**config.mk**
```make
export PLATFORM = sky130hd
export DESIGN_NAME = corebus_lite_fabric
export DESIGN_NICKNAME = d
export VERILOG_FILES = /design/src/hw/corebus_lite_pkg.sv /design/src/hw/corebus_lite_fabric.sv /design/src/hw/corebus_resp_merger.sv /design/src/hw/corebus_dummy_slave.sv /design/src/hw/corebus_scratch_slave.sv /design/src/hw/corebus_cmd_router.sv
export SDC_FILE = /design/constraint.sdc
export NUM_CORES = 1
export LEC_CHECK = 0
export BUFFER_PORTS_ARGS = -buffer_cell sky130_fd_sc_hd__buf_2
export CORE_ASPECT_RATIO = 0.75
export CORE_MARGIN = 2
export CORE_UTILIZATION = 55
export DETAILED_ROUTE_END_ITERATION = 6
export PLACE_DENSITY = 0.72
export SLEW_MARGIN = 20
export SYNTH_ARGS = -nofsm -noshare
export SYNTH_HDL_FRONTEND = slang
export SYNTH_SLANG_ARGS = --single-unit
```
**constraint.sdc**
```tcl
create_clock -name i_clk -period 3.7 [get_ports i_clk]
set_input_delay 0.37 -clock i_clk [delete_from_list [all_inputs] [get_ports i_clk]]
set_output_delay 0.37 -clock i_clk [all_outputs]
set_load 0.005 [all_outputs]
```
**src/hw/corebus_lite_pkg.sv**
```systemverilog
// Core bus lite shared definitions
package corebus_lite_pkg;

  // Command opcodes
  typedef enum logic [1:0] {
    CMD_READ         = 2'd0,
    CMD_WRITE        = 2'd1,
    CMD_WRITE_POSTED = 2'd2
  } cmd_e;

  // Response kinds
  typedef enum logic {
    RESP_PLAIN     = 1'b0,
    RESP_WITH_DATA = 1'b1
  } resp_e;

  // Default bus widths
  localparam int DEF_ADDR_WIDTH = 16;
  localparam int DEF_DATA_WIDTH = 32;
  localparam int DEF_ID_WIDTH   = 4;

  // Zero in the burst length field encodes 2**LEN_WIDTH beats
  localparam int DEF_LEN_WIDTH = 4;

  // Words below this address go to the scratch memory
  localparam int DEF_SCRATCH_WORDS = 16;

  // Read data returned from unmapped space
  localparam logic [31:0] DEF_ERROR_DATA = 32'hDEAD_C0DE;

endpackage
```
**src/hw/corebus_lite_fabric.sv**
```systemverilog
// Core bus lite fabric top level
`timescale 1ns/10ps
module corebus_lite_fabric #(
  parameter int          ADDR_WIDTH    = corebus_lite_pkg::DEF_ADDR_WIDTH,
  parameter int          DATA_WIDTH    = corebus_lite_pkg::DEF_DATA_WIDTH,
  parameter int          ID_WIDTH      = corebus_lite_pkg::DEF_ID_WIDTH,
  parameter int          LEN_WIDTH     = corebus_lite_pkg::DEF_LEN_WIDTH,
  parameter int          SCRATCH_WORDS = corebus_lite_pkg::DEF_SCRATCH_WORDS,
  parameter logic [31:0] ERROR_DATA    = corebus_lite_pkg::DEF_ERROR_DATA
) (
  input  logic                    i_clk,
  input  logic                    i_rst_n,
  input  logic                    i_mcmd_valid,
  input  corebus_lite_pkg::cmd_e  i_mcmd,
  input  logic [ID_WIDTH-1:0]     i_mid,
  input  logic [ADDR_WIDTH-1:0]   i_maddr,
  input  logic [LEN_WIDTH-1:0]    i_mlength,
  input  logic [DATA_WIDTH-1:0]   i_mdata,
  output logic                    o_scmd_accept,
  output logic                    o_sresp_valid,
  input  logic                    i_mresp_accept,
  output corebus_lite_pkg::resp_e o_sresp,
  output logic [ID_WIDTH-1:0]     o_sid,
  output logic                    o_serror,
  output logic [DATA_WIDTH-1:0]   o_sdata,
  output logic                    o_sresp_last
);

  logic                    scratch_cmd_valid;
  logic                    scratch_cmd_accept;
  logic                    dummy_cmd_valid;
  logic                    dummy_cmd_accept;
  logic                    resp_done;

  logic                    scratch_resp_valid;
  logic                    scratch_resp_accept;
  corebus_lite_pkg::resp_e scratch_resp;
  logic [ID_WIDTH-1:0]     scratch_id;
  logic [DATA_WIDTH-1:0]   scratch_data;
  logic                    scratch_last;

  logic                    dummy_resp_valid;
  logic                    dummy_resp_accept;
  corebus_lite_pkg::resp_e dummy_resp;
  logic [ID_WIDTH-1:0]     dummy_id;
  logic                    dummy_error;
  logic [DATA_WIDTH-1:0]   dummy_data;
  logic                    dummy_last;

  corebus_cmd_router #(
    .ADDR_WIDTH    (ADDR_WIDTH),
    .SCRATCH_WORDS (SCRATCH_WORDS)
  ) u_router (
    .i_clk            (i_clk),
    .i_rst_n          (i_rst_n),
    .i_mcmd_valid     (i_mcmd_valid),
    .i_maddr          (i_maddr),
    .i_mcmd           (i_mcmd),
    .o_scmd_accept    (o_scmd_accept),
    .o_scratch_valid  (scratch_cmd_valid),
    .i_scratch_accept (scratch_cmd_accept),
    .o_dummy_valid    (dummy_cmd_valid),
    .i_dummy_accept   (dummy_cmd_accept),
    .i_resp_done      (resp_done)
  );

  corebus_scratch_slave #(
    .ADDR_WIDTH    (ADDR_WIDTH),
    .DATA_WIDTH    (DATA_WIDTH),
    .ID_WIDTH      (ID_WIDTH),
    .LEN_WIDTH     (LEN_WIDTH),
    .SCRATCH_WORDS (SCRATCH_WORDS)
  ) u_scratch (
    .i_clk         (i_clk),
    .i_rst_n       (i_rst_n),
    .i_cmd_valid   (scratch_cmd_valid),
    .o_cmd_accept  (scratch_cmd_accept),
    .i_cmd         (i_mcmd),
    .i_id          (i_mid),
    .i_addr        (i_maddr),
    .i_length      (i_mlength),
    .i_wdata       (i_mdata),
    .o_resp_valid  (scratch_resp_valid),
    .i_resp_accept (scratch_resp_accept),
    .o_resp        (scratch_resp),
    .o_id          (scratch_id),
    .o_data        (scratch_data),
    .o_last        (scratch_last)
  );

  corebus_dummy_slave #(
    .DATA_WIDTH (DATA_WIDTH),
    .ID_WIDTH   (ID_WIDTH),
    .LEN_WIDTH  (LEN_WIDTH),
    .ERROR_DATA (ERROR_DATA)
  ) u_dummy (
    .i_clk         (i_clk),
    .i_rst_n       (i_rst_n),
    .i_cmd_valid   (dummy_cmd_valid),
    .o_cmd_accept  (dummy_cmd_accept),
    .i_cmd         (i_mcmd),
    .i_id          (i_mid),
    .i_length      (i_mlength),
    .o_resp_valid  (dummy_resp_valid),
    .i_resp_accept (dummy_resp_accept),
    .o_resp        (dummy_resp),
    .o_id          (dummy_id),
    .o_error       (dummy_error),
    .o_data        (dummy_data),
    .o_last        (dummy_last)
  );

  corebus_resp_merger #(
    .DATA_WIDTH (DATA_WIDTH),
    .ID_WIDTH   (ID_WIDTH)
  ) u_merger (
    .i_clk            (i_clk),
    .i_rst_n          (i_rst_n),
    .i_scratch_valid  (scratch_resp_valid),
    .o_scratch_accept (scratch_resp_accept),
    .i_scratch_resp   (scratch_resp),
    .i_scratch_id     (scratch_id),
    .i_scratch_data   (scratch_data),
    .i_scratch_last   (scratch_last),
    .i_dummy_valid    (dummy_resp_valid),
    .o_dummy_accept   (dummy_resp_accept),
    .i_dummy_resp     (dummy_resp),
    .i_dummy_id       (dummy_id),
    .i_dummy_error    (dummy_error),
    .i_dummy_data     (dummy_data),
    .i_dummy_last     (dummy_last),
    .o_sresp_valid    (o_sresp_valid),
    .i_mresp_accept   (i_mresp_accept),
    .o_sresp          (o_sresp),
    .o_sid            (o_sid),
    .o_serror         (o_serror),
    .o_sdata          (o_sdata),
    .o_sresp_last     (o_sresp_last),
    .o_resp_done      (resp_done)
  );

endmodule

```
**src/hw/corebus_resp_merger.sv**
```systemverilog
// Response merger with one output register
`timescale 1ns/10ps
module corebus_resp_merger #(
  parameter int DATA_WIDTH = corebus_lite_pkg::DEF_DATA_WIDTH,
  parameter int ID_WIDTH   = corebus_lite_pkg::DEF_ID_WIDTH
) (
  input  logic                    i_clk,
  input  logic                    i_rst_n,
  input  logic                    i_scratch_valid,
  output logic                    o_scratch_accept,
  input  corebus_lite_pkg::resp_e i_scratch_resp,
  input  logic [ID_WIDTH-1:0]     i_scratch_id,
  input  logic [DATA_WIDTH-1:0]   i_scratch_data,
  input  logic                    i_scratch_last,
  input  logic                    i_dummy_valid,
  output logic                    o_dummy_accept,
  input  corebus_lite_pkg::resp_e i_dummy_resp,
  input  logic [ID_WIDTH-1:0]     i_dummy_id,
  input  logic                    i_dummy_error,
  input  logic [DATA_WIDTH-1:0]   i_dummy_data,
  input  logic                    i_dummy_last,
  output logic                    o_sresp_valid,
  input  logic                    i_mresp_accept,
  output corebus_lite_pkg::resp_e o_sresp,
  output logic [ID_WIDTH-1:0]     o_sid,
  output logic                    o_serror,
  output logic [DATA_WIDTH-1:0]   o_sdata,
  output logic                    o_sresp_last,
  output logic                    o_resp_done
);

  logic take;
  logic can_load;
  logic load_scratch;
  logic load_dummy;

  always_comb begin
    take             = o_sresp_valid && i_mresp_accept;
    can_load         = !o_sresp_valid || take;
    // Scratch wins when both slaves offer a beat
    o_scratch_accept = can_load;
    o_dummy_accept   = can_load && !i_scratch_valid;
    load_scratch     = i_scratch_valid && o_scratch_accept;
    load_dummy       = i_dummy_valid && o_dummy_accept;
    o_resp_done      = take && o_sresp_last;
  end

  always_ff @(posedge i_clk or negedge i_rst_n) begin
    if (!i_rst_n) begin
      o_sresp_valid <= 1'b0;
    end else if (load_scratch || load_dummy) begin
      o_sresp_valid <= 1'b1;
    end else if (take) begin
      o_sresp_valid <= 1'b0;
    end
  end

  always_ff @(posedge i_clk) begin
    if (load_scratch) begin
      o_sresp      <= i_scratch_resp;
      o_sid        <= i_scratch_id;
      o_serror     <= 1'b0;
      o_sdata      <= i_scratch_data;
      o_sresp_last <= i_scratch_last;
    end else if (load_dummy) begin
      o_sresp      <= i_dummy_resp;
      o_sid        <= i_dummy_id;
      o_serror     <= i_dummy_error;
      o_sdata      <= i_dummy_data;
      o_sresp_last <= i_dummy_last;
    end
  end

endmodule

```
**src/hw/corebus_dummy_slave.sv**
```systemverilog
// Unmapped region slave
`timescale 1ns/10ps
module corebus_dummy_slave #(
  parameter int          DATA_WIDTH = corebus_lite_pkg::DEF_DATA_WIDTH,
  parameter int          ID_WIDTH   = corebus_lite_pkg::DEF_ID_WIDTH,
  parameter int          LEN_WIDTH  = corebus_lite_pkg::DEF_LEN_WIDTH,
  parameter logic [31:0] ERROR_DATA = corebus_lite_pkg::DEF_ERROR_DATA
) (
  input  logic                    i_clk,
  input  logic                    i_rst_n,
  input  logic                    i_cmd_valid,
  output logic                    o_cmd_accept,
  input  corebus_lite_pkg::cmd_e  i_cmd,
  input  logic [ID_WIDTH-1:0]     i_id,
  input  logic [LEN_WIDTH-1:0]    i_length,
  output logic                    o_resp_valid,
  input  logic                    i_resp_accept,
  output corebus_lite_pkg::resp_e o_resp,
  output logic [ID_WIDTH-1:0]     o_id,
  output logic                    o_error,
  output logic [DATA_WIDTH-1:0]   o_data,
  output logic                    o_last
);

  // Error word repeated across the data bus
  localparam logic [DATA_WIDTH-1:0] READ_DATA = {(DATA_WIDTH / 32){ERROR_DATA}};

  typedef enum logic [1:0] {
    ST_IDLE,
    ST_PREP,
    ST_RESP
  } state_e;

  state_e             state;
  logic [LEN_WIDTH:0] beats_left;
  logic [LEN_WIDTH:0] len_beats;
  logic               cmd_fire;
  logic               resp_fire;
  logic               non_posted;

  assign o_cmd_accept = state == ST_IDLE;
  assign o_resp_valid = state == ST_RESP;
  assign o_last       = beats_left == (LEN_WIDTH+1)'(1);
  assign o_data       = READ_DATA;
  assign o_error      = 1'b1;

  always_comb begin
    cmd_fire   = i_cmd_valid && o_cmd_accept;
    resp_fire  = o_resp_valid && i_resp_accept;
    non_posted = i_cmd != corebus_lite_pkg::CMD_WRITE_POSTED;
    len_beats  = (i_length == '0) ? {1'b1, {LEN_WIDTH{1'b0}}} : {1'b0, i_length};
  end

  always_ff @(posedge i_clk) begin
    if (cmd_fire && non_posted) begin
      o_id   <= i_id;
      o_resp <= get_resp(i_cmd);
    end
  end

  // Posted writes are swallowed in idle
  always_ff @(posedge i_clk or negedge i_rst_n) begin
    if (!i_rst_n) begin
      state <= ST_IDLE;
    end else begin
      case (state)
        ST_IDLE: if (cmd_fire && non_posted) state <= ST_PREP;
        ST_PREP: state <= ST_RESP;
        ST_RESP: if (resp_fire && o_last) state <= ST_IDLE;
        default: state <= ST_IDLE;
      endcase
    end
  end

  always_ff @(posedge i_clk or negedge i_rst_n) begin
    if (!i_rst_n) begin
      beats_left <= '0;
    end else if (cmd_fire) begin
      if (i_cmd == corebus_lite_pkg::CMD_READ) begin
        beats_left <= len_beats;
      end else begin
        beats_left <= (LEN_WIDTH+1)'(1);
      end
    end else if (resp_fire) begin
      beats_left <= beats_left - (LEN_WIDTH+1)'(1);
    end
  end

  // Reads carry data, everything else is a plain response
  function automatic corebus_lite_pkg::resp_e get_resp(corebus_lite_pkg::cmd_e cmd);
    if (cmd == corebus_lite_pkg::CMD_READ) begin
      return corebus_lite_pkg::RESP_WITH_DATA;
    end
    return corebus_lite_pkg::RESP_PLAIN;
  endfunction

endmodule

```
**src/hw/corebus_scratch_slave.sv**
```systemverilog
// Scratch memory slave
`timescale 1ns/10ps
module corebus_scratch_slave #(
  parameter int ADDR_WIDTH    = corebus_lite_pkg::DEF_ADDR_WIDTH,
  parameter int DATA_WIDTH    = corebus_lite_pkg::DEF_DATA_WIDTH,
  parameter int ID_WIDTH      = corebus_lite_pkg::DEF_ID_WIDTH,
  parameter int LEN_WIDTH     = corebus_lite_pkg::DEF_LEN_WIDTH,
  parameter int SCRATCH_WORDS = corebus_lite_pkg::DEF_SCRATCH_WORDS
) (
  input  logic                    i_clk,
  input  logic                    i_rst_n,
  input  logic                    i_cmd_valid,
  output logic                    o_cmd_accept,
  input  corebus_lite_pkg::cmd_e  i_cmd,
  input  logic [ID_WIDTH-1:0]     i_id,
  input  logic [ADDR_WIDTH-1:0]   i_addr,
  input  logic [LEN_WIDTH-1:0]    i_length,
  input  logic [DATA_WIDTH-1:0]   i_wdata,
  output logic                    o_resp_valid,
  input  logic                    i_resp_accept,
  output corebus_lite_pkg::resp_e o_resp,
  output logic [ID_WIDTH-1:0]     o_id,
  output logic [DATA_WIDTH-1:0]   o_data,
  output logic                    o_last
);

  localparam int IDX_W = (SCRATCH_WORDS > 1) ? $clog2(SCRATCH_WORDS) : 1;

  typedef enum logic [1:0] {
    ST_IDLE,
    ST_PREP,
    ST_RESP
  } state_e;

  state_e                  state;
  logic [DATA_WIDTH-1:0]   mem [SCRATCH_WORDS];
  logic [IDX_W-1:0]        ptr;
  logic [IDX_W-1:0]        cmd_idx;
  logic [LEN_WIDTH:0]      beats_left;
  logic [LEN_WIDTH:0]      len_beats;
  logic                    cmd_fire;
  logic                    resp_fire;
  logic                    is_read;

  assign o_cmd_accept = state == ST_IDLE;
  assign o_resp_valid = state == ST_RESP;
  assign o_last       = beats_left == (LEN_WIDTH+1)'(1);
  assign o_data       = mem[ptr];

  always_comb begin
    cmd_fire  = i_cmd_valid && o_cmd_accept;
    resp_fire = o_resp_valid && i_resp_accept;
    is_read   = i_cmd == corebus_lite_pkg::CMD_READ;
    cmd_idx   = IDX_W'(i_addr);
    // Zero length means a full burst
    len_beats = (i_length == '0) ? {1'b1, {LEN_WIDTH{1'b0}}} : {1'b0, i_length};
  end

  // Both write kinds land in memory on the command edge
  always_ff @(posedge i_clk) begin
    if (cmd_fire && !is_read) begin
      mem[cmd_idx] <= i_wdata;
    end
  end

  always_ff @(posedge i_clk) begin
    if (cmd_fire) begin
      o_id   <= i_id;
      o_resp <= is_read ? corebus_lite_pkg::RESP_WITH_DATA : corebus_lite_pkg::RESP_PLAIN;
    end
  end

  always_ff @(posedge i_clk or negedge i_rst_n) begin
    if (!i_rst_n) begin
      state <= ST_IDLE;
    end else begin
      case (state)
        ST_IDLE: if (cmd_fire && i_cmd != corebus_lite_pkg::CMD_WRITE_POSTED) state <= ST_PREP;
        ST_PREP: state <= ST_RESP;
        ST_RESP: if (resp_fire && o_last) state <= ST_IDLE;
        default: state <= ST_IDLE;
      endcase
    end
  end

  // Beat counter and word pointer, wrapping inside the scratch
  always_ff @(posedge i_clk or negedge i_rst_n) begin
    if (!i_rst_n) begin
      beats_left <= '0;
      ptr        <= '0;
    end else if (cmd_fire) begin
      beats_left <= is_read ? len_beats : (LEN_WIDTH+1)'(1);
      ptr        <= cmd_idx;
    end else if (resp_fire) begin
      beats_left <= beats_left - (LEN_WIDTH+1)'(1);
      ptr        <= (ptr == IDX_W'(SCRATCH_WORDS - 1)) ? '0 : ptr + IDX_W'(1);
    end
  end

endmodule

```
**src/hw/corebus_cmd_router.sv**
```systemverilog
// Core bus command router
`timescale 1ns/10ps
module corebus_cmd_router #(
  parameter int ADDR_WIDTH    = corebus_lite_pkg::DEF_ADDR_WIDTH,
  parameter int SCRATCH_WORDS = corebus_lite_pkg::DEF_SCRATCH_WORDS
) (
  input  logic                   i_clk,
  input  logic                   i_rst_n,
  input  logic                   i_mcmd_valid,
  input  logic [ADDR_WIDTH-1:0]  i_maddr,
  input  corebus_lite_pkg::cmd_e i_mcmd,
  output logic                   o_scmd_accept,
  output logic                   o_scratch_valid,
  input  logic                   i_scratch_accept,
  output logic                   o_dummy_valid,
  input  logic                   i_dummy_accept,
  input  logic                   i_resp_done
);

  localparam logic [ADDR_WIDTH-1:0] SCRATCH_LIMIT = ADDR_WIDTH'(SCRATCH_WORDS);

  logic sel_scratch;
  logic lock;
  logic cmd_fire;
  logic non_posted;

  // Address decode
  always_comb begin
    sel_scratch = i_maddr < SCRATCH_LIMIT;
    non_posted  = i_mcmd != corebus_lite_pkg::CMD_WRITE_POSTED;
  end

  // Steering, nothing reaches a slave while a response is outstanding
  always_comb begin
    o_scratch_valid = i_mcmd_valid && sel_scratch && !lock;
    o_dummy_valid   = i_mcmd_valid && !sel_scratch && !lock;
  end

  always_comb begin
    if (lock) begin
      o_scmd_accept = 1'b0;
    end else if (sel_scratch) begin
      o_scmd_accept = i_scratch_accept;
    end else begin
      o_scmd_accept = i_dummy_accept;
    end
  end

  assign cmd_fire = i_mcmd_valid && o_scmd_accept;

  // Outstanding lock, held until the last response beat leaves the fabric
  always_ff @(posedge i_clk or negedge i_rst_n) begin
    if (!i_rst_n) begin
      lock <= 1'b0;
    end else if (i_resp_done) begin
      lock <= 1'b0;
    end else if (cmd_fire && non_posted) begin
      lock <= 1'b1;
    end
  end

endmodule

```
==> metrics.yaml, run 1 <==
crit_path_start_kind: "register"
drv_cap: 0
nNetsFinal: 1239
status: "finished, final reports clean"
grt_overflow: 0
drive_gt1_share_pct: 30.9
final_cell_mix: "edfxtp_1, mux4_2, buf_2"
worstPathArrival_ns: 3.05
core_um2: 39800
path_depth: 7
worstPathRequired_ns: 3.97
final.setup.tns_ns: 0
min_period_ns: 2.78
final_common_cell: "edfxtp_1"
netlist_instances: 1025
syn_area_um2: 22300
synth.distinct_cells: 53
report.final.hold_viol_count: 0
cp_slowest_cell: "nor2_4"
hpwlAfterDp_mm: 24.9
die_h_um: 178
fin_skew_ns: 0.0123
area_growth_pct: 14.9
port_buffers: 102
cp_max_fo: 24
critPathBufInv: 3
max-vdd-ir-drop_mv: 0.481
clkLatencyLatePin_ns: 0.58
power_per_cell_area_nw_per_um2: 544
wl_mm: 44.4
synth_top_flop_cell: "edfxtp_1"
r2r_setup_slack_ns: 0.92
max_stage_delay_ns: 0.44
grt_start_max_net_pins: 70
grt_pass1_wl_mm: 68.1
setup_ws_ns: 0.918
vias: 10703
rr_worst_depth: 7
reg2reg_from: "u_scratch.state[1]$_DFFE_PN0P_"
cts.sinks: 581
reg2reg_to: "u_scratch.mem[11][7]$_DFFE_PP_"
relSlewSlack_pct: 43.8
ys_seq_area_share_pct: 77.6
drtIter0Drc: 950
fin_crit_sh_pct: 75.2
htreeDepth: 2
syn_avg_cell_area_um2: 21.8
fmax_ghz: 0.359
synth-async-reset-ratio_pct: 3.44
leakagePower_nw: 7.93
whs_path_depth: 3
grt_usage_pct: 21.8
cts_tree: "yes"
critPathTopFamily: "simple AND/OR/NAND/NOR gates"
place_congestion: 0.839
start_util_pct: 56.1
fillers: 2594
synth_edf_count: 560
top_usage_layer: "met2"
crit_type: "register to register"
numCtsBuffers: 54
syn-num-nets: 1092
cts_buffer_depth: 3
use_met2_pct: 34.2
crit_path_end_kind: "register"
ys_seq_elements: 581
row_count: 63
route.detailed.drc: 0
first_pass_iters: 5
antenna_found_initial: 0
hold_start: "i_mcmd[0]"
whs_endpoint: "u_dummy.state[0]$_DFFE_PN0P_"
tightest_slew_ns: 0.842
ys.warnings.count: 0
finalMaxSlewViolations: 0
ant_nets: 0
crit_chain: "nor4b_1, nand4_1, buf_4, inv_2, nand3_1, nor2_4, buf_12"
vias_per_cell: 6.16
gr-usage-met1_pct: 31.8
dieWidth_um: 237
avgRoutedWirePerCell_um: 25.6
setup-violations-final: 0
grt_util_met3_pct: 4.53
first_global_vias: 11080
rsz0062_at_grt: "no"
cts-root-buf: "clkbuf_16"
hold_class: "input port to register"
place_ws_ns: 0.740
num_io_pins: 103
die-area_um2: 42200
clk_pin_slew_ns: 0.06
crit_path_start: "u_scratch.state[1]$_DFFE_PN0P_"
synth_stat cells (3+ instances only):
cell type  count  share of area (%)
nor3b_1        3               0.10
o21ai_0        5               0.11
mux4_2       126                 13
nor2b_1        9               0.25
a221o_1        4               0.18
edfxtp_1     560                 75
nor2_1        29               0.49
buf_1          4              0.067
a21oi_1        6               0.13
nor4_2         3               0.17
xnor2_1        3               0.12
a22oi_1       19               0.64
nand3_1       10               0.22
buf_4         13               0.44
nand4_1        6               0.17
dfrtp_1       20                2.2
nand2_1       33               0.55
mux2i_1       63                2.8
nand2b_1       5               0.14
nor3_1         7               0.16
clkbuf_1       3              0.050
inv_1          9               0.15
o22ai_1       11               0.31
buf_2         27               0.61
a31oi_1        4               0.11
a211oi_1       4               0.13
ha_1           5               0.28
per-layer routing:
metal / routed length (um) / up-vias
li1: - / 4589
met1: 19600 / 5674
met2: 21100 / 372
met3: 3010 / 68
met4: 717 / 0
met5: 0 / -
worst max path at each step:
stage / to
after CTS: u_scratch.mem[11][7]$_DFFE_PP_
after global placement: u_scratch.mem[2][7]$_DFFE_PP_
after global routing: u_scratch.mem[11][6]$_DFFE_PP_
after detailed placement: u_scratch.mem[11][6]$_DFFE_PP_
after floorplan: u_scratch.mem[10][0]$_DFFE_PP_
final: u_scratch.mem[11][7]$_DFFE_PP_
state kept, by name, indices dropped and copies added (netlist names), 2 cells and up:
| register | count |
|---|---|
| u_dummy.state | 2 |
| u_scratch.mem | 512 |
| u_scratch.o_id | 4 |
| u_scratch.beats_left | 5 |
| u_scratch.state | 2 |
| u_dummy.beats_left | 5 |
| u_merger.o_sid | 4 |
| u_dummy.o_id | 4 |
| u_merger.o_sdata | 32 |
| u_scratch.ptr | 4 |
cell families after synthesis:
kind of cell / after synthesis / share of synthesized area, %
simple gates: 121 / 2.85
mux: 189 / 15.5
compound gates: 67 / 2.16
fa+ha+maj: 5 / 0.280
xor+xnor: 4 / 0.157
buf+inv: 58 / 1.38
flops: 581 / 77.6
worst register-to-register path, delay by kind of cell (launching register included):
kind                   cells  cell delay (ns)
and+or+nand+nor            4             1.29
buffers and inverters      3             0.74
DFF                        1             0.43
repair_timing:
item                       4_1_cts  5_1_grt
setup endpoints to repair        0        0
resized for setup                0        0
hold buffers                     5        0
buffers inserted                 0        0
hold endpoints to repair        28        0
power by group:
group          internal [W]  total [W]  switching, W
sequential          0.00737    0.00745     0.0000797
combinational      0.000324   0.000814      0.000490
clock               0.00331    0.00570       0.00239
total                0.0110     0.0140       0.00296
stage by stage:
step           cell area, um2  utilization, %  total power (W)  std cells  hold WS [ns]
3_3_place_gp            23800            59.7          0.00839       1631         0.353
5_1_grt                 25700            64.5           0.0144       1737         0.108
2_1_floorplan           22300               -          0.00805       1025        0.0744
4_1_cts                 25700            64.5           0.0141       1737        0.0727
6_report                25700            64.5           0.0140       1738         0.107
3_5_place_dp            23800            59.7          0.00842       1631         0.365
area by class of cell:
cell class,instances,area [um2],share of cell area (%)
Timing Repair Buffer,139,963,3.75
Antenna cell,1,2.50,0.00975
Tap cell,520,651,2.54
Clock buffer,65,1410,5.51
Multi-Input combinational cell,386,4820,18.8
Clock inverter,36,423,1.65
Sequential cell,581,17300,67.6
Inverter,10,37.5,0.146
(Power assumes the default switching activity.)
==> run 2, diff against run 1 <==
- ABC_AREA: default -> 1
- CORE_UTILIZATION: 55 -> 61
- PLACE_DENSITY: 0.72 -> 0.76
- clock period: 3.7 -> 2.9 ns (I/O delays scaled with it)
==> run 2 against run 1 <==
Net effect:
- register-to-register slack worse by 0.49 ns
- total power is 72% higher
- clock power is 29% higher
- die area is 4.7% lower
- clock skew is 0.0058 ns higher
- combinational power grew to 8.2 times the previous value
- first-iteration DRC count is 130% higher
- non-clock buffer count is 21 higher
- sequential power is 34% higher
- synthesized cell count is 93% higher
==> metrics.yaml, run 2 <==
worstPathRequired_ns: 3.16  # was 3.97 ns
die_h_um: 174  # was 178 um
antenna_found_initial: 2  # was 0
clkLatencyLatePin_ns: 0.58  # about the same
cp_max_fo: 24  # unchanged
internal_power_w: 0.0161  # was 0.0110 W
rr_worst_depth: 6  # was 7
reg2reg_from: "u_router.lock$_DFFE_PN0P_"  # was u_scratch.state[1]$_DFFE_PN0P_
avgRoutedWirePerCell_um: 21.1  # was 25.6 um
seqPwrFrac_pct: 41.5  # was 53.3%
design_area_um2: 26800  # was 25700 um2
reg2reg_to: "u_scratch.mem[11][9]$_DFFE_PP_"  # was u_scratch.mem[11][7]$_DFFE_PP_
top_regs: "u_scratch.mem: 512 flops, u_merger.o_sdata: 32 flops"  # unchanged
cts.sinks: 581  # unchanged
crit_path_start_kind: "register"  # unchanged
relSlewSlack_pct: 51.6  # was 43.8%
pwr-share-comb_pct: 27.8  # was 5.8%
fin_crit_sh_pct: 85.3  # was 75.2%
drive_gt1_share_pct: 12.6  # was 30.9%
syn_avg_cell_area_um2: 11.9  # was 21.8 um2
largest_reg_flops: 512  # unchanged
grt_overflow: 0  # unchanged
drv_cap: 0  # unchanged
synth_top_flop_cell: "edfxtp_1"  # unchanged
synth_edf_count: 560  # unchanged
worstPathArrival_ns: 2.74  # was 3.05 ns
row_count: 62  # was 63
cts_buffer_depth: 3  # unchanged
rsz0062_at_grt: "no"  # unchanged
tightest_slew_ns: 0.725  # was 0.842 ns
synth-async-reset-ratio_pct: 3.44  # unchanged
hold_class: "input port to register"  # unchanged
fillers: 2574  # was 2594
post_cts_resized: 0  # unchanged
first_global_vias: 15207  # was 11080
hpwlAfterDp_mm: 31.7  # was 24.9 mm
p_total_w: 0.0241  # was 0.0140 W
netlist_instances: 1983  # was 1025
cts-root-buf: "clkbuf_16"  # unchanged
drtIter0Drc: 2153  # was 950
ys_seq_elements: 581  # unchanged
holdWs_ns: 0.0307  # was 0.107 ns
hold_start: "i_mresp_accept"  # was i_mcmd[0]
p_sw_w: 0.00797  # was 0.00296 W
cp_slowest_cell: "nor2_4"  # unchanged
dpl_cell_area_um2: 24900  # was 23800 um2
multiInputGateArea_um2: 5330  # was 4820 um2
num_io_pins: 103  # unchanged
crit_type: "register to register"  # unchanged
route.detailed.drc: 0  # unchanged
nNetsFinal: 2158  # was 1239
largest-register: "u_scratch.mem"  # unchanged
synth.largest_area_cell: "edfxtp_1"  # unchanged
cts_setup_buffers: 0  # unchanged
leakagePower_nw: 9.90  # was 7.93 nW
whs_path_depth: 3  # unchanged
area_growth_pct: 13.5  # was 14.9%
setup-violations-final: 0  # unchanged
status: "finished, final reports clean"  # unchanged
ys_seq_area_share_pct: 73.6  # was 77.6%
r2r_setup_slack_ns: 0.42  # was 0.92 ns
syn_area_um2: 23600  # was 22300 um2
seqCellArea_um2: 17300  # about the same
place_congestion: 0.853  # was 0.839
die-area_um2: 40200  # was 42200 um2
start_util_pct: 61.7  # was 56.1%
ys.warnings.count: 0  # unchanged
vias: 15549  # was 10703
cts_tree: "yes"  # unchanged
yosysMostFrequentCell: "edfxtp_1"  # unchanged
whs_endpoint: "u_router.lock$_DFFE_PN0P_"  # was u_dummy.state[0]$_DFFE_PN0P_
first_pass_iters: 6  # was 5
critPathTopFamily: "simple AND/OR/NAND/NOR gates"  # unchanged
synth.distinct_cells: 34  # was 53
htreeDepth: 2  # unchanged
final_common_cell: "edfxtp_1"  # unchanged
p_sw_share_pct: 33.1  # was 21.2%
crit_path_end_kind: "register"  # unchanged
report.final.hold_viol_count: 0  # unchanged
fin_skew_ns: 0.0181  # was 0.0123 ns
clk_pin_slew_ns: 0.06  # about the same
fmax_ghz: 0.404  # was 0.359 GHz
vias_per_cell: 5.87  # was 6.16
port_buffers: 102  # unchanged
critPathBufInv: 2  # was 3
pwr-share-clk_pct: 30.7  # was 40.8%
dieWidth_um: 231  # was 237 um
syn-num-nets: 2050  # was 1092
crit_chain: "nor2_1, nand4_2, inv_2, nand3_1, nor2_4, buf_12"  # was nor4b_1, nand4_1, buf_4, inv_2, nand3_1, nor2_4, buf_12
synth_top_area_share_pct: 71.4  # was 75.3%
min_period_ns: 2.48  # was 2.78 ns
power_per_cell_area_nw_per_um2: 899  # was 544 nW/um2
wl_mm: 55.9  # was 44.4 mm
grt_start_max_net_pins: 106  # was 70
numCtsBuffers: 53  # was 54
postCtsHoldBufs: 5  # unchanged
ant_nets: 0  # unchanged
synthTopCellsByCount: "edfxtp_1, nand2_1, nor2_1"  # was edfxtp_1, mux4_2, mux2i_1
finalMaxSlewViolations: 0  # unchanged
max-vdd-ir-drop_mv: 0.563  # was 0.481 mV
final_cell_mix: "edfxtp_1, nand2_1, nor2_1"  # was edfxtp_1, mux4_2, buf_2
max_stage_delay_ns: 0.47  # was 0.44 ns
grt_pass1_wl_mm: 85.9  # was 68.1 mm
grt_usage_pct: 28.1  # was 21.8%
ys_top_cells_by_area: "edfxtp_1, nand2_1, nand3_1"  # was edfxtp_1, mux4_2, mux2i_1
core_um2: 38200  # was 39800 um2
## run 2: per-stage QoR
| stage | worst slack, ns | util (%) | setup TNS [ns] | instances |
|---|---|---|---|---|
| 4_1_cts | 0.449 | 70.1 | 0 | 2648 |
| 3_3_place_gp | 0.418 | 65.1 | 0 | 2543 |
| 2_1_floorplan | -0.754 | - | -96.57 | 1983 |
| 6_report | 0.425 | 70.1 | 0 | 2650 |
| 5_1_grt | 0.297 | 70.1 | 0 | 2650 |
| 3_5_place_dp | 0.355 | 65.1 | 0 | 2543 |
## run 2: worst reg2reg max path, cell delays in order (launching register included)
cell and delay [ns]:
dfrtp_1 0.43, nor2_1 0.21, nand4_2 0.16, inv_2 0.23, nand3_1 0.36, nor2_4 0.48, buf_12 0.27
## run 2: power by group through the flow
| stage | Sequential (W) | Combinational (W) | Clock [W] |
|---|---|---|---|
| floorplan | 0.0100 | 0.00471 | 0 |
| global placement | 0.0101 | 0.00637 | 0 |
| detailed placement | 0.0102 | 0.00654 | 0 |
| CTS | 0.00998 | 0.00662 | 0.00743 |
| global route | 0.0100 | 0.00739 | 0.00778 |
| finish | 0.00999 | 0.00669 | 0.00738 |
## run 2: final cells by class
class | count | share of cell area [%]
flip-flops and latches | 581 | 64.8
multi-input cells | 1181 | 19.9
clock buffers | 72 | 5.53
repair buffers | 160 | 4.33
well taps | 512 | 2.39
inverters | 114 | 1.63
clock inverters | 28 | 1.36
diodes | 2 | 0.0187
## run 2: cells by family after synthesis
group,share of synthesized area (%)
buffers and inverters,4.28
AND/OR/NAND/NOR,16.0
XOR/XNOR,0.186
AO/OA/AOI/OAI,5.74
adder cells (fa/ha/maj),0.265
flip-flops,73.6
## run 2: how the worst max path moves through the flow
| stage | from | to | slack (ns) | depth (start not counted) |
|---|---|---|---|---|
| 2_1_floorplan | i_maddr[6] | u_scratch.mem[2][0]$_DFFE_PP_ | -0.75 | 6 |
| 3_3_place_gp | i_maddr[12] | u_scratch.mem[11][22]$_DFFE_PP_ | 0.42 | 9 |
| 4_1_cts | u_router.lock$_DFFE_PN0P_ | u_scratch.mem[11][9]$_DFFE_PP_ | 0.45 | 6 |
| 6_report | u_router.lock$_DFFE_PN0P_ | u_scratch.mem[11][9]$_DFFE_PP_ | 0.42 | 6 |
| 3_5_place_dp | i_maddr[7] | u_scratch.mem[11][8]$_DFFE_PP_ | 0.36 | 9 |
| 5_1_grt | u_router.lock$_DFFE_PN0P_ | u_scratch.mem[1][0]$_DFFE_PP_ | 0.30 | 6 |
## run 2: routing by layer
metal  vias to the layer above  wire length (um)  track usage, %
li1                       7087                 -               -
met1                      7480             23200            40.8
met2                       853             26000            44.1
met3                       129              5190            4.54
met4                         0              1470            8.79
met5                         -                 0               0
==> run 3, diff against run 2 <==
- ABC_AREA: 1 -> default
- SKIP_CTS_REPAIR_TIMING: default -> 1
==> run 3 against run 2 <==
Net effect:
- clock-buffer cell count down 10
- die area decreased by 5.2%
- critical path depth did not move
- register-to-register slack hardly changed
- total power decreased by 28%
- first-iteration DRC count fell by 42%
- combinational power decreased by 84%
- clock power decreased by 8.8%
- worst hold slack lost 0.014 ns
- fmax is 0.32% lower
- utilization grew 1.1 points
- critical path type unchanged
==> metrics.yaml, run 3 (synthesis results as in run 1) <==
numCtsBuffers: 52  # was 53
multiInputGateArea_um2: 4820  # was 5330 um2
top_usage_layer: "met1"  # was met2
pwr-share-clk_pct: 38.9  # was 30.7%
final_util_pct: 71.2  # was 70.1%
top_regs: "u_scratch.mem: 512 flops, u_merger.o_sdata: 32 flops"  # unchanged
antenna_found_initial: 1  # was 2
area_growth_pct: 14.7  # was 13.5%
status: "finished, final reports clean"  # unchanged
drtIter0Drc: 1243  # was 2153
wl_mm: 46.8  # was 55.9 mm
power_per_cell_area_nw_per_um2: 675  # was 899 nW/um2
gr-usage-met1_pct: 38.6  # was 40.8%
pwr-share-comb_pct: 6.2  # was 27.8%
hpwlAfterDp_mm: 26.9  # was 31.7 mm
leakagePower_nw: 7.99  # was 9.90 nW
largest-register: "u_scratch.mem"  # unchanged
cp_max_fo: 18  # was 24
critPathTopFamily: "simple AND/OR/NAND/NOR gates"  # unchanged
start_util_pct: 62.1  # was 61.7%
first_pass_iters: 7  # was 6
clk_pin_slew_ns: 0.06  # about the same
fin_crit_sh_pct: 85.6  # was 85.3%
crit_path_start_kind: "register"  # unchanged
dpl_cell_area_um2: 23900  # was 24900 um2
row_count: 60  # was 62
crit_path_end_kind: "register"  # unchanged
route.detailed.drc: 0  # unchanged
place_congestion: 0.772  # was 0.853
max-vdd-ir-drop_mv: 0.556  # was 0.563 mV
crit_chain: "nor4b_1, nand4_1, inv_2, nand3_1, nor3_4, buf_4"  # was nor2_1, nand4_2, inv_2, nand3_1, nor2_4, buf_12
finalMaxSlewViolations: 0  # unchanged
relSlewSlack_pct: 44.3  # was 51.6%
vias_per_cell: 6.45  # was 5.87
critPathBufInv: 2  # unchanged
place_ws_ns: 0.390  # was 0.355 ns
grt_start_max_net_pins: 43  # was 106
grt_overflow: 0  # unchanged
hold_class: "input port to register"  # unchanged
largest_reg_flops: 512  # unchanged
report.final.hold_viol_count: 0  # unchanged
cts_buffer_depth: 3  # unchanged
seqPwrFrac_pct: 54.9  # was 41.5%
grt_pass1_wl_mm: 69.5  # was 85.9 mm
crit_type: "register to register"  # unchanged
p_sw_share_pct: 21.1  # was 33.1%
max_stage_delay_ns: 0.42  # was 0.47 ns
grt_usage_pct: 25.2  # was 28.1%
rsz0062_at_grt: "no"  # unchanged
design_area_um2: 25600  # was 26800 um2
setup_ws_ns: 0.417  # was 0.425 ns
final_common_cell: "edfxtp_1"  # unchanged
num_io_pins: 103  # unchanged
htreeDepth: 2  # unchanged
tightest_slew_ns: 0.836  # was 0.725 ns
cp_slowest_cell: "dfrtp_1"  # was nor2_4
drv_cap: 0  # unchanged
cts_tree: "yes"  # unchanged
setup-violations-final: 0  # unchanged
die-area_um2: 38200  # was 40200 um2
fin_skew_ns: 0.0195  # was 0.0181 ns
avgRoutedWirePerCell_um: 27.5  # was 21.1 um
fmax_ghz: 0.403  # was 0.404 GHz
nNetsFinal: 1260  # was 2158
first_global_vias: 10979  # was 15207
vias: 10968  # was 15549
worstPathRequired_ns: 3.15  # was 3.16 ns
seqCellArea_um2: 17300  # about the same
grt_util_met3_pct: 5.02  # was 4.54%
ant_nets: 0  # unchanged
internal_power_w: 0.0136  # was 0.0161 W
worstPathArrival_ns: 2.73  # was 2.74 ns
fillers: 2067  # was 2574
min_period_ns: 2.48  # about the same
cts-root-buf: "clkbuf_16"  # unchanged
cts.sinks: 581  # unchanged
clkLatencyLatePin_ns: 0.58  # about the same
die_h_um: 170  # was 174 um
final_cell_mix: "edfxtp_1, mux4_2, buf_2"  # was edfxtp_1, nand2_1, nor2_1
dieWidth_um: 225  # was 231 um
use_met2_pct: 38.2  # was 44.1%
p_sw_w: 0.00365  # was 0.00797 W
core_um2: 36000  # was 38200 um2
drive_gt1_share_pct: 31.2  # was 12.6%
port_buffers: 102  # unchanged
final.setup.tns_ns: 0  # unchanged
run 3: worst min-delay path: stages:
cell and delay (ns):
buf_2 0.11, nand3b_1 0.07, o21ai_0 0.07
run 3: area by class of cell:
| cell class | instances | share of cell area, % |
|---|---|---|
| Antenna cell | 1 | 0.00977 |
| Clock buffer | 62 | 5.30 |
| Clock inverter | 33 | 1.23 |
| Inverter | 10 | 0.147 |
| Multi-Input combinational cell | 386 | 18.8 |
| Sequential cell | 581 | 67.7 |
| Tap cell | 465 | 2.27 |
| Timing Repair Buffer | 162 | 4.48 |
run 3: path summary, 6_finish.rpt:
check                                          startpoint                             end  slack (ns)  cells after the start
setup / recovery           u_scratch.state[1]$_DFFE_PN0P_   u_scratch.mem[4][2]$_DFFE_PP_        0.42                      6
hold / removal                               i_mcmd_valid       u_router.lock$_DFFE_PN0P_        0.02                      3
setup reg to reg           u_scratch.state[1]$_DFFE_PN0P_   u_scratch.mem[4][2]$_DFFE_PP_        0.42                      6
hold reg to reg            u_merger.o_serror$_SDFFE_PP0P_  u_merger.o_serror$_SDFFE_PP0P_        0.46                      2
max in group asynchronous                         i_rst_n    u_scratch.ptr[0]$_DFFE_PN0P_        2.34                      2
min in group asynchronous                         i_rst_n    u_scratch.ptr[2]$_DFFE_PN0P_        0.20                      2
run 3: power by group through the flow:
stage	sequential [W]	clock [W]	combinational [W]
finish	0.00950	0.00673	0.00106
global route	0.00951	0.00712	0.00118
CTS	0.00950	0.00684	0.00108
detailed placement	0.00968	0	0.00107
global placement	0.00967	0	0.00105
floorplan	0.00967	0	0.000605
run 3: metal layers:
layer	up-vias	part of all wire [%]
li1	4636	-
met1	5700	43
met2	556	47
met3	76	8.4
met4	0	2.2
met5	-	0
run 3: metrics by stage:
| step | instances | total power (W) | hold WS [ns] |
|---|---|---|---|
| 3_3_place_gp | 1599 | 0.0107 | 0.268 |
| 4_1_cts | 1694 | 0.0174 | -0.333 |
| 6_report | 1700 | 0.0173 | 0.0164 |
| 5_1_grt | 1700 | 0.0178 | 0.0377 |
| 2_1_floorplan | 1025 | 0.0103 | -0.00559 |
| 3_5_place_dp | 1599 | 0.0107 | 0.273 |
